==> src/design/cpu_pkg.sv <==
package cpu_pkg;

    localparam int XLEN = 32;
    localparam int REG_BITS = 4;
    localparam int NUM_REGS = 2 ** REG_BITS;
    localparam int OPC_BITS = 5;
    localparam int IMM_BITS = 12;
    localparam int DEFAULT_CLK_DIV = 2;

    typedef enum logic [OPC_BITS-1:0] {
        op_nop   = 5'd0,
        op_add   = 5'd1,
        op_sub   = 5'd2,
        op_and   = 5'd3,
        op_xor   = 5'd4,
        op_addi  = 5'd5,
        op_sleep = 5'd6,
        op_halt  = 5'd7
    } opcode_t;

    // Instruction word with the opcode in the top bits.
    typedef struct packed {
        logic [OPC_BITS-1:0] opcode;   // Bits 31..27.
        logic [REG_BITS-1:0] rd;       // Bits 26..23.
        logic [REG_BITS-1:0] rs1;      // Bits 22..19.
        logic [REG_BITS-1:0] rs2;      // Bits 18..15.
        logic [2:0]          spare;
        logic [IMM_BITS-1:0] imm;      // Signed.
    } instr_t;

    typedef struct packed {
        logic            valid;
        logic [XLEN-1:0] pc;
        logic [XLEN-1:0] instr;
    } fetch_word_t;

    typedef struct packed {
        logic                valid;
        logic [REG_BITS-1:0] rd;
        logic [XLEN-1:0]     data;
    } wb_word_t;

    typedef struct packed {
        logic                valid;
        logic [XLEN-1:0]     pc;
        logic [REG_BITS-1:0] rd;
        logic [XLEN-1:0]     data;
    } retire_t;

    typedef enum logic [1:0] {
        st_run   = 2'd0,
        st_sleep = 2'd1,
        st_halt  = 2'd2
    } ctrl_state_t;

endpackage

==> src/design/enable_timer.sv <==
module enable_timer #(
    parameter int CLK_DIV = cpu_pkg::DEFAULT_CLK_DIV
) (
    input  logic                     clk,
    input  logic                     reset,
    input  logic                     halted,
    output logic                     clk_en,
    output logic [cpu_pkg::XLEN-1:0] cycles
);

    localparam int DIV_BITS = (CLK_DIV > 0) ? $clog2(CLK_DIV + 1) : 1;

    logic [DIV_BITS-1:0] div_count;

    // One pulse every CLK_DIV+1 clocks.
    always_ff @(posedge clk) begin
        if (reset) begin
            div_count <= '0;
            clk_en <= 1'b0;
        end else if (div_count == DIV_BITS'(CLK_DIV)) begin
            div_count <= '0;
            clk_en <= 1'b1;
        end else begin
            div_count <= div_count + 1'b1;
            clk_en <= 1'b0;
        end
    end

    always_ff @(posedge clk) begin
        if (reset) begin
            cycles <= '0;
        end else if (clk_en && !halted) begin
            cycles <= cycles + 1'b1;   // Frozen once halted.
        end
    end

    if (CLK_DIV > 0) begin : g_pace_check
        // Pulses are spaced by at least the divider period.
        assert property (@(posedge clk) disable iff (reset)
            clk_en |=> (!clk_en) [*CLK_DIV]);
    end

endmodule

==> src/design/core_control.sv <==
module core_control (
    input  logic        clk,
    input  logic        reset,
    input  logic        clk_en,
    input  logic        is_sleep,
    input  logic        is_halt,
    input  logic [15:0] interrupts,
    output logic        advance,
    output logic        writeback_advance,
    output logic        flush_fetch,
    output logic        sleeping,
    output logic        halted
);
    import cpu_pkg::*;

    ctrl_state_t state;
    ctrl_state_t state_next;

    always_comb begin
        state_next = state;
        case (state)
            st_run: begin
                if (is_halt) begin
                    state_next = st_halt;
                end else if (is_sleep) begin
                    state_next = st_sleep;
                end
            end
            st_sleep: begin
                // Any pending interrupt line wakes the core.
                if (interrupts != '0) begin
                    state_next = st_run;
                end
            end
            default: begin
                state_next = st_halt;   // Left only through reset.
            end
        endcase
    end

    always_ff @(posedge clk) begin
        if (reset) begin
            state <= st_run;
        end else if (clk_en) begin
            state <= state_next;
        end
    end

    // Fetch and execute move only while running.
    assign advance = clk_en && (state == st_run);

    // Writeback drains on every pulse.
    assign writeback_advance = clk_en;

    assign flush_fetch = advance && (is_sleep || is_halt);

    assign sleeping = (state == st_sleep);
    assign halted   = (state == st_halt);

    assert property (@(posedge clk) disable iff (reset)
        !(sleeping && halted));

endmodule

==> src/design/fetch_stage.sv <==
module fetch_stage (
    input  logic                     clk,
    input  logic                     reset,
    input  logic                     advance,
    input  logic                     flush_fetch,
    input  logic [cpu_pkg::XLEN-1:0] redirect_pc,
    output logic [cpu_pkg::XLEN-1:0] imem_addr,
    input  logic [cpu_pkg::XLEN-1:0] imem_data,
    output cpu_pkg::fetch_word_t     fetch_word
);
    import cpu_pkg::*;

    logic [XLEN-1:0] pc;

    // Memory answers in the same cycle.
    assign imem_addr = pc;

    always_ff @(posedge clk) begin
        if (reset) begin
            pc <= '0;
            fetch_word <= '0;
        end else if (advance) begin
            if (flush_fetch) begin
                // Drop the younger word and restart at the redirect.
                pc <= redirect_pc;
                fetch_word.valid <= 1'b0;
            end else begin
                pc <= pc + 1'b1;   // Word addressed.
                fetch_word <= '{valid: 1'b1, pc: pc, instr: imem_data};
            end
        end
    end

endmodule

==> src/design/execute_stage.sv <==
module execute_stage (
    input  logic                     clk,
    input  logic                     reset,
    input  logic                     advance,
    input  cpu_pkg::fetch_word_t     fetch_word,
    input  cpu_pkg::wb_word_t        reg_write,
    output cpu_pkg::wb_word_t        wb_word,
    output logic                     is_sleep,
    output logic                     is_halt,
    output logic [cpu_pkg::XLEN-1:0] redirect_pc
);
    import cpu_pkg::*;

    instr_t          instr;
    opcode_t         opcode;
    logic [XLEN-1:0] imm_ext;
    logic [XLEN-1:0] regs [NUM_REGS];
    logic [XLEN-1:0] op_a;
    logic [XLEN-1:0] rs2_value;
    logic [XLEN-1:0] op_b;
    logic [XLEN-1:0] alu_result;
    logic            writes_reg;

    assign instr   = instr_t'(fetch_word.instr);
    assign opcode  = opcode_t'(instr.opcode);
    assign imm_ext = {{(XLEN - IMM_BITS){instr.imm[IMM_BITS-1]}}, instr.imm};

    // Only decode point for sleep and halt.
    assign is_sleep    = fetch_word.valid && (opcode == op_sleep);
    assign is_halt     = fetch_word.valid && (opcode == op_halt);
    assign redirect_pc = fetch_word.pc + 1'b1;

    // Operands bypass the word in writeback. r0 is hardwired.
    assign op_a = (instr.rs1 == '0) ? '0 :
                  (reg_write.valid && reg_write.rd == instr.rs1) ? reg_write.data :
                  regs[instr.rs1];
    assign rs2_value = (instr.rs2 == '0) ? '0 :
                       (reg_write.valid && reg_write.rd == instr.rs2) ? reg_write.data :
                       regs[instr.rs2];
    assign op_b = (opcode == op_addi) ? imm_ext : rs2_value;

    always_ff @(posedge clk) begin
        if (reset) begin
            for (int i = 0; i < NUM_REGS; i++) begin
                regs[i] <= '0;
            end
        end else if (reg_write.valid && reg_write.rd != '0) begin
            regs[reg_write.rd] <= reg_write.data;
        end
    end

    always_comb begin
        alu_result = '0;
        writes_reg = 1'b0;
        case (opcode)
            op_add:  alu_result = op_a + op_b;
            op_sub:  alu_result = op_a - op_b;
            op_and:  alu_result = op_a & op_b;
            op_xor:  alu_result = op_a ^ op_b;
            op_addi: alu_result = op_a + op_b;
            default: alu_result = '0;   // nop, sleep, halt.
        endcase
        if (fetch_word.valid) begin
            writes_reg = opcode inside {op_add, op_sub, op_and, op_xor, op_addi};
        end
    end

    always_ff @(posedge clk) begin
        if (reset) begin
            wb_word <= '0;
        end else if (advance) begin
            wb_word.valid <= writes_reg;
            wb_word.rd <= instr.rd;
            wb_word.data <= alu_result;
        end
    end

    // Fetch only ever hands over known opcodes.
    assert property (@(posedge clk) disable iff (reset)
        fetch_word.valid |-> instr.opcode inside {[op_nop:op_halt]});

endmodule

==> src/design/writeback_stage.sv <==
module writeback_stage (
    input  logic                     clk,
    input  logic                     reset,
    input  logic                     writeback_advance,
    input  cpu_pkg::wb_word_t        wb_word,
    input  logic [cpu_pkg::XLEN-1:0] pc_in,
    output cpu_pkg::wb_word_t        reg_write,
    output cpu_pkg::retire_t         retire
);
    import cpu_pkg::*;

    logic [XLEN-1:0] exec_pc;
    logic            to_r0;

    assign to_r0 = (wb_word.rd == '0);

    // Register file write for one clock per pulse.
    assign reg_write.valid = writeback_advance && wb_word.valid && !to_r0;
    assign reg_write.rd    = wb_word.rd;
    assign reg_write.data  = wb_word.data;

    // Pc of the word execute registers on the same pulse.
    always_ff @(posedge clk) begin
        if (writeback_advance) begin
            exec_pc <= pc_in;
        end
    end

    always_ff @(posedge clk) begin
        if (reset) begin
            retire <= '0;
        end else if (writeback_advance) begin
            retire.valid <= wb_word.valid;
            retire.pc <= exec_pc;
            retire.rd <= wb_word.rd;
            retire.data <= to_r0 ? '0 : wb_word.data;
        end else begin
            retire.valid <= 1'b0;   // Single-cycle strobe.
        end
    end

endmodule

==> src/design/pipelined_core.sv <==
module pipelined_core #(
    parameter int CLK_DIV = cpu_pkg::DEFAULT_CLK_DIV
) (
    input  logic                     clk,
    input  logic                     reset,
    input  logic [15:0]              interrupts,
    output logic [cpu_pkg::XLEN-1:0] imem_addr,
    input  logic [cpu_pkg::XLEN-1:0] imem_data,
    output cpu_pkg::retire_t         retire,
    output logic                     halted,
    output logic                     sleeping,
    output logic [cpu_pkg::XLEN-1:0] cycles
);
    import cpu_pkg::*;

    logic            clk_en;
    logic            advance;
    logic            writeback_advance;
    logic            flush_fetch;
    logic            is_sleep;
    logic            is_halt;
    logic [XLEN-1:0] redirect_pc;
    fetch_word_t     fetch_word;
    wb_word_t        wb_word;
    wb_word_t        reg_write;

    enable_timer #(
        .CLK_DIV (CLK_DIV)
    ) i_timer (
        .clk    (clk),
        .reset  (reset),
        .halted (halted),
        .clk_en (clk_en),
        .cycles (cycles)
    );

    core_control i_control (
        .clk               (clk),
        .reset             (reset),
        .clk_en            (clk_en),
        .is_sleep          (is_sleep),
        .is_halt           (is_halt),
        .interrupts        (interrupts),
        .advance           (advance),
        .writeback_advance (writeback_advance),
        .flush_fetch       (flush_fetch),
        .sleeping          (sleeping),
        .halted            (halted)
    );

    fetch_stage i_fetch (
        .clk         (clk),
        .reset       (reset),
        .advance     (advance),
        .flush_fetch (flush_fetch),
        .redirect_pc (redirect_pc),
        .imem_addr   (imem_addr),
        .imem_data   (imem_data),
        .fetch_word  (fetch_word)
    );

    execute_stage i_execute (
        .clk         (clk),
        .reset       (reset),
        .advance     (advance),
        .fetch_word  (fetch_word),
        .reg_write   (reg_write),
        .wb_word     (wb_word),
        .is_sleep    (is_sleep),
        .is_halt     (is_halt),
        .redirect_pc (redirect_pc)
    );

    writeback_stage i_writeback (
        .clk               (clk),
        .reset             (reset),
        .writeback_advance (writeback_advance),
        .wb_word           (wb_word),
        .pc_in             (fetch_word.pc),
        .reg_write         (reg_write),
        .retire            (retire)
    );

endmodule

==> config.mk <==
export PLATFORM = sky130hd
export DESIGN_NAME = pipelined_core
export DESIGN_NICKNAME = d
export VERILOG_FILES = /design/src/design/cpu_pkg.sv /design/src/design/enable_timer.sv /design/src/design/core_control.sv /design/src/design/fetch_stage.sv /design/src/design/execute_stage.sv /design/src/design/writeback_stage.sv /design/src/design/pipelined_core.sv
export SDC_FILE = /design/constraint.sdc
export NUM_CORES = 2
export LEC_CHECK = 0
export ABC_CLOCK_PERIOD_IN_PS = 7700
export BUFFER_PORTS_ARGS = -buffer_cell sky130_fd_sc_hd__buf_2
export CORE_MARGIN = 2
export CORE_UTILIZATION = 60
export CTS_CLUSTER_DIAMETER = 60
export DETAILED_ROUTE_END_ITERATION = 7
export PLACE_DENSITY = 0.77
export SETUP_SLACK_MARGIN = 0.5
export SLEW_MARGIN = 0
export SYNTH_ARGS = -nofsm -noshare
export SYNTH_HDL_FRONTEND = slang
export SYNTH_SLANG_ARGS = --single-unit
==> constraint.sdc <==
create_clock -name clk -period 7.7 [get_ports clk]
set_input_delay 1.155 -clock clk [delete_from_list [all_inputs] [get_ports clk]]
set_output_delay 1.155 -clock clk [all_outputs]
set_load 0.03 [all_outputs]
Yosys cells after proc, flatten, opt, wreduce, memory -nomap -nowiden
Memory sizes are Yosys's and may differ from the RTL's. A register that Yosys moved wholly into a read port is not among the register bits.
Cells that the tools add are included.

word-level totals
  memories = 1
  bits in writable memories = 512
  input port bits = 50
  output and inout bits = 135
  flip-flop bits (word level) = 272
  word-level logic and storage cells = 94

memory list
  memory          depth  width  read ports  clocked after memory_dff  wr ports  line                 text
  i_execute.regs  16     32     2           2                         16        execute_stage.sv:17  logic [XLEN-1:0] regs [NUM_REGS];

cells by class
  add/subtract/negate cells = 6
  bitwise gates (word level) = 4
  reduce and logical (&&, ||, !) cells = 26
  muxes and demuxes = 27
  equality and inequality tests = 14

operators with widths
  operator               count
  $mux 32                8
  $pmux 32 s4            1
  $add 32x1->32 const B  3
  $add 32x32->32         1
  $and 32x32->32         1
  $reduce_or 32->1       1
  $sub 32x32->32         1
  $xor 32x32->32         1
  $eq 5x3->1 const B     4
  $mux 4                 5
  $reduce_bool 16->1     1
  $logic_not 4->1        3
  $eq 5x2->1 const B     2
  $logic_and 1x1->1      10
  $mux 1                 9
  $eq 4x4->1             2
  $mux 2                 3
  $reduce_or 2->1        3
  $eq 5x1->1 const B     1
  $reduce_bool 5->1      1
  $eq 2x2->1 const B     2
  $pmux 2 s2             1
  $reduce_bool 4->1      1
  $ne 3x1->1 const B     1
  other kinds (9)        11

Logic depth before layout (Yosys ltp)
  depth in word-level cells = 9
  depth in mapped cells = 27
  gate-level depth less buffers = 25

By module
From an unflattened synthesis, not the netlist that was laid out.

unflattened totals
  cells, all modules = 3516
  area, all modules = 42675.9 um^2

modules (own cells, without submodules)
  module           area an instance (um^2)  instances  seq. area each (um^2)  cells an instance
  execute_stage    32607.5                  1          16115.5                2446
  fetch_stage      4335.4                   1          1941.9                 559
  writeback_stage  3930.0                   1          2342.2                 299
  enable_timer     1627.8                   1          700.7                  192
  core_control     175.2                    1          40.0                   20

Worst setup path after synthesis
No wires, ideal clock.

  path kind = flip-flop to flip-flop
  from = register i_timer.clk_en
  to = register i_execute.wb_word[28] (netlist name)
  clock period less this slack = 6.388 ns
  required time = 7.605 ns
  library setup time = 0.095 ns
  stages on the path, launching flop included = 23
  slack = 1.312 ns
  data arrival time = 6.293 ns
  path buffers = 1
  path through = dfxtp_1 nand2_1 nor4_4 nand2_1 mux2i_1 o31ai_1 or4_1 or3_1 clkbuf_1 o31ai_1 xnor2_1 ha_1 a21o_1 a21o_1 a21o_1 a21o_1 a21o_1 nor4b_1 o31ai_1 a21oi_1 xnor2_1 nand2_1 a221oi_1

on the way
  word-level cells in the longest chain between the ends = 8
  elaborated cells on any way between the ends = 15
  classes of those cells = add/sub (2); mux (6); bitwise (2); reduce/logical (5)

RTL lines
  item                                          line                                      text
  from (decl)                                   enable_timer.sv:7                         output logic clk_en,
  from (signal assigned)                        enable_timer.sv:19                        clk_en <= 1'b0;
  from (signal assigned)                        enable_timer.sv:22                        clk_en <= 1'b1;
  from (signal assigned)                        enable_timer.sv:25                        clk_en <= 1'b0;
  $logic_and 1x1->1 (2 in a row)                writeback_stage.sv:18                     assign reg_write.valid = writeback_advance && wb_word.valid && !to_r0;
  $logic_and 1x1->1                             execute_stage.sv:38                       (reg_write.valid && reg_write.rd == instr.rs2) ? reg_write.data :
  $mux 32                                       execute_stage.sv:38
  $mux 32                                       execute_stage.sv:37                       assign rs2_value = (instr.rs2 == '0) ? '0 :
  $mux 32                                       execute_stage.sv:40                       assign op_b = (opcode == op_addi) ? imm_ext : rs2_value;
  $add 32x32->32, or another cell as far along  execute_stage.sv:56, execute_stage.sv:60
  $pmux 32 s4                                   execute_stage.sv:55                       case (opcode)

Parallel ways exist; a longest one is shown, timed or not.
A chain may end at the register's enable or synchronous reset.

Final worst setup path
  from = register i_fetch.fetch_word[30] (netlist name)
  to = register i_execute.wb_word[18] (netlist name)

on the way
  word-level cells in the longest chain between the ends = 4
  elaborated cells on any way between the ends = 12
  classes of those cells = add/sub (2); eq/ne (5); mux (2); bitwise (2); reduce/logical (1)

RTL lines
  item                                          line
  $eq 5x3->1                                    execute_stage.sv:40, execute_stage.sv:55
  $mux 32                                       execute_stage.sv:40
  $add 32x32->32, or another cell as far along  execute_stage.sv:56, execute_stage.sv:60
  $pmux 32 s4 (*)                               execute_stage.sv:55

Every way passes the cells marked *; elsewhere a longest branch is shown, timed or not.

==> results.cfg <==
[die]
die_h_um = 269
start_util = 0.604
rows = 97
dieArea_mm2 = 0.0723
core_area_mm2 = 0.0698
ios = 185
die_w_um = 269

[timing]
fin_worst_skew_ns = 0.0201
fmax_mhz = 148
hold_viol = 0
fin_ws_ns = 0.936
setup_viol = 0
tns_ns = 0
slew_violations = 0
slew_headroom = 0.209
period_needed_ns = 6.76
finalCritPeriodShare = 0.878
worst_slew_pin_slew_ns = 1.19
rsz0062_at_grt = false

[cells_and_area]
layout_commonest_cell = edfxtp_1
area_growth_pct = 10.6
drive_gt1_frac = 0.205
seq_area_mm2 = 0.0213
nFillCells = 5075
layout_common_cells = edfxtp_1, and2_1, nand2_1
nets = 3754
multiInputGateArea_mm2 = 0.0198
final_area_mm2 = 0.0466

[setup_path]
crit_fanout = 10
start_kind = flop
crit_required_ns = 8.21
crit_path_frequent_cell = o21ai_0
cp.arrival_ns = 7.27
r2r-start = i_fetch.fetch_word[30]
crit_family = compound AO/OA/AOI/OAI gates
max_stage_delay_ns = 0.95
critPathBufInv = 2
worstPathCellList = nor3b_1 > a21oi_1 > o21ai_2 > o211ai_1 > inv_1 > ha_1 > inv_1 > nor3_1 > nand2b_1 > o21ai_0 > xnor2_1 > ha_1 > a21o_1 > or3_1 > o21ai_0 > a21oi_1 > a21boi_0 > o21ai_0 > xor2_1 > a222oi_1 > a2bb2oi_1 > nor2_1
crit_start = i_fetch.fetch_word[30]
slowest_stage = a21oi_1
endpoint_kind = flop
critPathKind = flop to flop

[power_and_ir_drop]
leakage_nw = 17.1
power.density_mw_per_mm2 = 231
power_mw = 10.8
peakVddDrop_mv = 0.174

[global_route]
grt_max_degree = 88
grt_pass1_vias = 29700
overflow = 0
antenna_found_initial = 5
gr-usage-all-layers = 0.347
grt_pass1_wl_um = 184000

[detailed_routing]
avgRoutedWirePerCell_um = 27.1
vias_per_cell = 6.66
routed_wl_um = 126000
drt.antenna.violating_nets = 0
vias = 31000
drc_errors = 0
dr.pass1.iters = 8
first_iter_violations = 4567

[clocking]
worstSkewPairLatency_ns = 0.64
path_clk_slew_ns = 0.07
ctsLongestPathBuffers = 3
clockRootBuffer = clkbuf_16
cts_buffers = 84
ctsHtreeMaxLevel = 3
clock_sinks = 789
cts_tree = done

[synth]
async_reset_ff_frac = 0
seq_area_frac_synth = 0.504
synth_area_mm2 = 0.0421
yosysUniqueCellTypes = 79
synth_seq_cells = 789
synth_area_per_cell_um2 = 11.8
synth_edf_count = 544
ys_warn_count = 0
synthCells = 3569
ys.flop_type = edfxtp_1

[placement]
place_area_mm2 = 0.0439
place.gp.congestion = 0.962
place_hpwl_um = 75500
io_buffers = 181
pre_cts_slack_ns = 0.784

[outcome]
status = complete, no violations

[min_path]
hp-start = i_timer.div_count[0]
min_path_type = flop to flop

[flow_run]
drv_cap = 0
==> cells by family (layout without fill, tap and decap cells) <==
group,after synthesis,after routing,share of synthesized area
xor gates and xnor gates,92,92,0.0191
and+or+nand+nor,1383,1383,0.169
adders and majority gates,66,66,0.0198
AOI/OAI and AO/OA,532,532,0.0808
other,1,36,0.0000890
DFF,789,789,0.504
muxes,358,358,0.173
buffers and inverters,348,456,0.0335
==> path summary, 6_finish.rpt <==
| check | end | slack (ns) | depth (start not counted) |
|---|---|---|---|
| max | i_execute.wb_word[18] | 0.94 | 22 |
| min | i_timer.div_count[0] | 0.42 | 1 |
| max reg2reg | i_execute.wb_word[18] | 0.94 | 22 |
| min reg2reg | i_timer.div_count[0] | 0.42 | 1 |
==> registers in the layout (all words and copies together) (netlist names), named ones only <==
register             flops
i_timer.clk_en           1
i_fetch.imem_addr       32
i_timer.div_count        2
i_writeback.retire      69
i_execute.wb_word       37
i_control.state          2
i_fetch.fetch_word      62
i_execute.regs         512
i_timer.cycles          32
i_writeback.exec_pc     32
==> synthesized netlist by cell type, drive strengths merged (30+ instances only) <==
library cell | number | area [um2]
clkbuf | 245 | 923
dfxtp | 245 | 4900
edfxtp | 544 | 16300
nor2b | 53 | 332
mux4 | 297 | 6690
nor3 | 37 | 196
buf | 69 | 360
xnor2 | 50 | 438
nand3 | 51 | 255
nand2 | 364 | 1370
xor2 | 42 | 368
a21oi | 228 | 1140
ha | 65 | 813
o21ai | 69 | 349
nor2 | 246 | 923
and2 | 493 | 3080
mux2i | 57 | 571
inv | 34 | 128
a22oi | 30 | 225
==> metrics by stage <==
| stage | cells | hold slack [ns] | util |
|---|---|---|---|
| 6_report | 4652 | 0.423 | 0.668 |
| 5_1_grt | 4648 | 0.464 | 0.668 |
| 4_1_cts | 4647 | 0.426 | 0.667 |
| 3_5_place_dp | 4491 | 0.416 | 0.629 |
| 3_3_place_gp | 4491 | 0.408 | 0.629 |
| 2_1_floorplan | 3600 | 0.401 | - |
==> per-layer routing <==
layer	share of wire	GRT usage
met1	0.36	0.462
met4	0.047	0.166
met5	0.00032	0.00270
met2	0.46	0.538
met3	0.13	0.0838
==> power breakdown <==
part           internal [mW]  leakage [nW]  switching, mW
Combinational          0.827          8.22           1.14
Clock                   2.28          1.32           1.73
Sequential              4.66          7.55          0.134
Total                   7.77          17.1           3.01
==> cell type report <==
type,count,share of cell area
Sequential cell,789,0.456
Tap cell,940,0.0252
Timing Repair Buffer,266,0.0339
Inverter,34,0.00274
Clock buffer,118,0.0506
Clock inverter,38,0.00717
Multi-Input combinational cell,2463,0.424
Antenna cell,4,0.000215
==> timing repair <==
item | in CTS | in global routing
setup endpoints to repair | 0 | 2
hold buffers | 0 | 0
setup buffers | 0 | 1
resized for setup | 0 | 1
No activity file was read; power rests on OpenSTA's default activity.
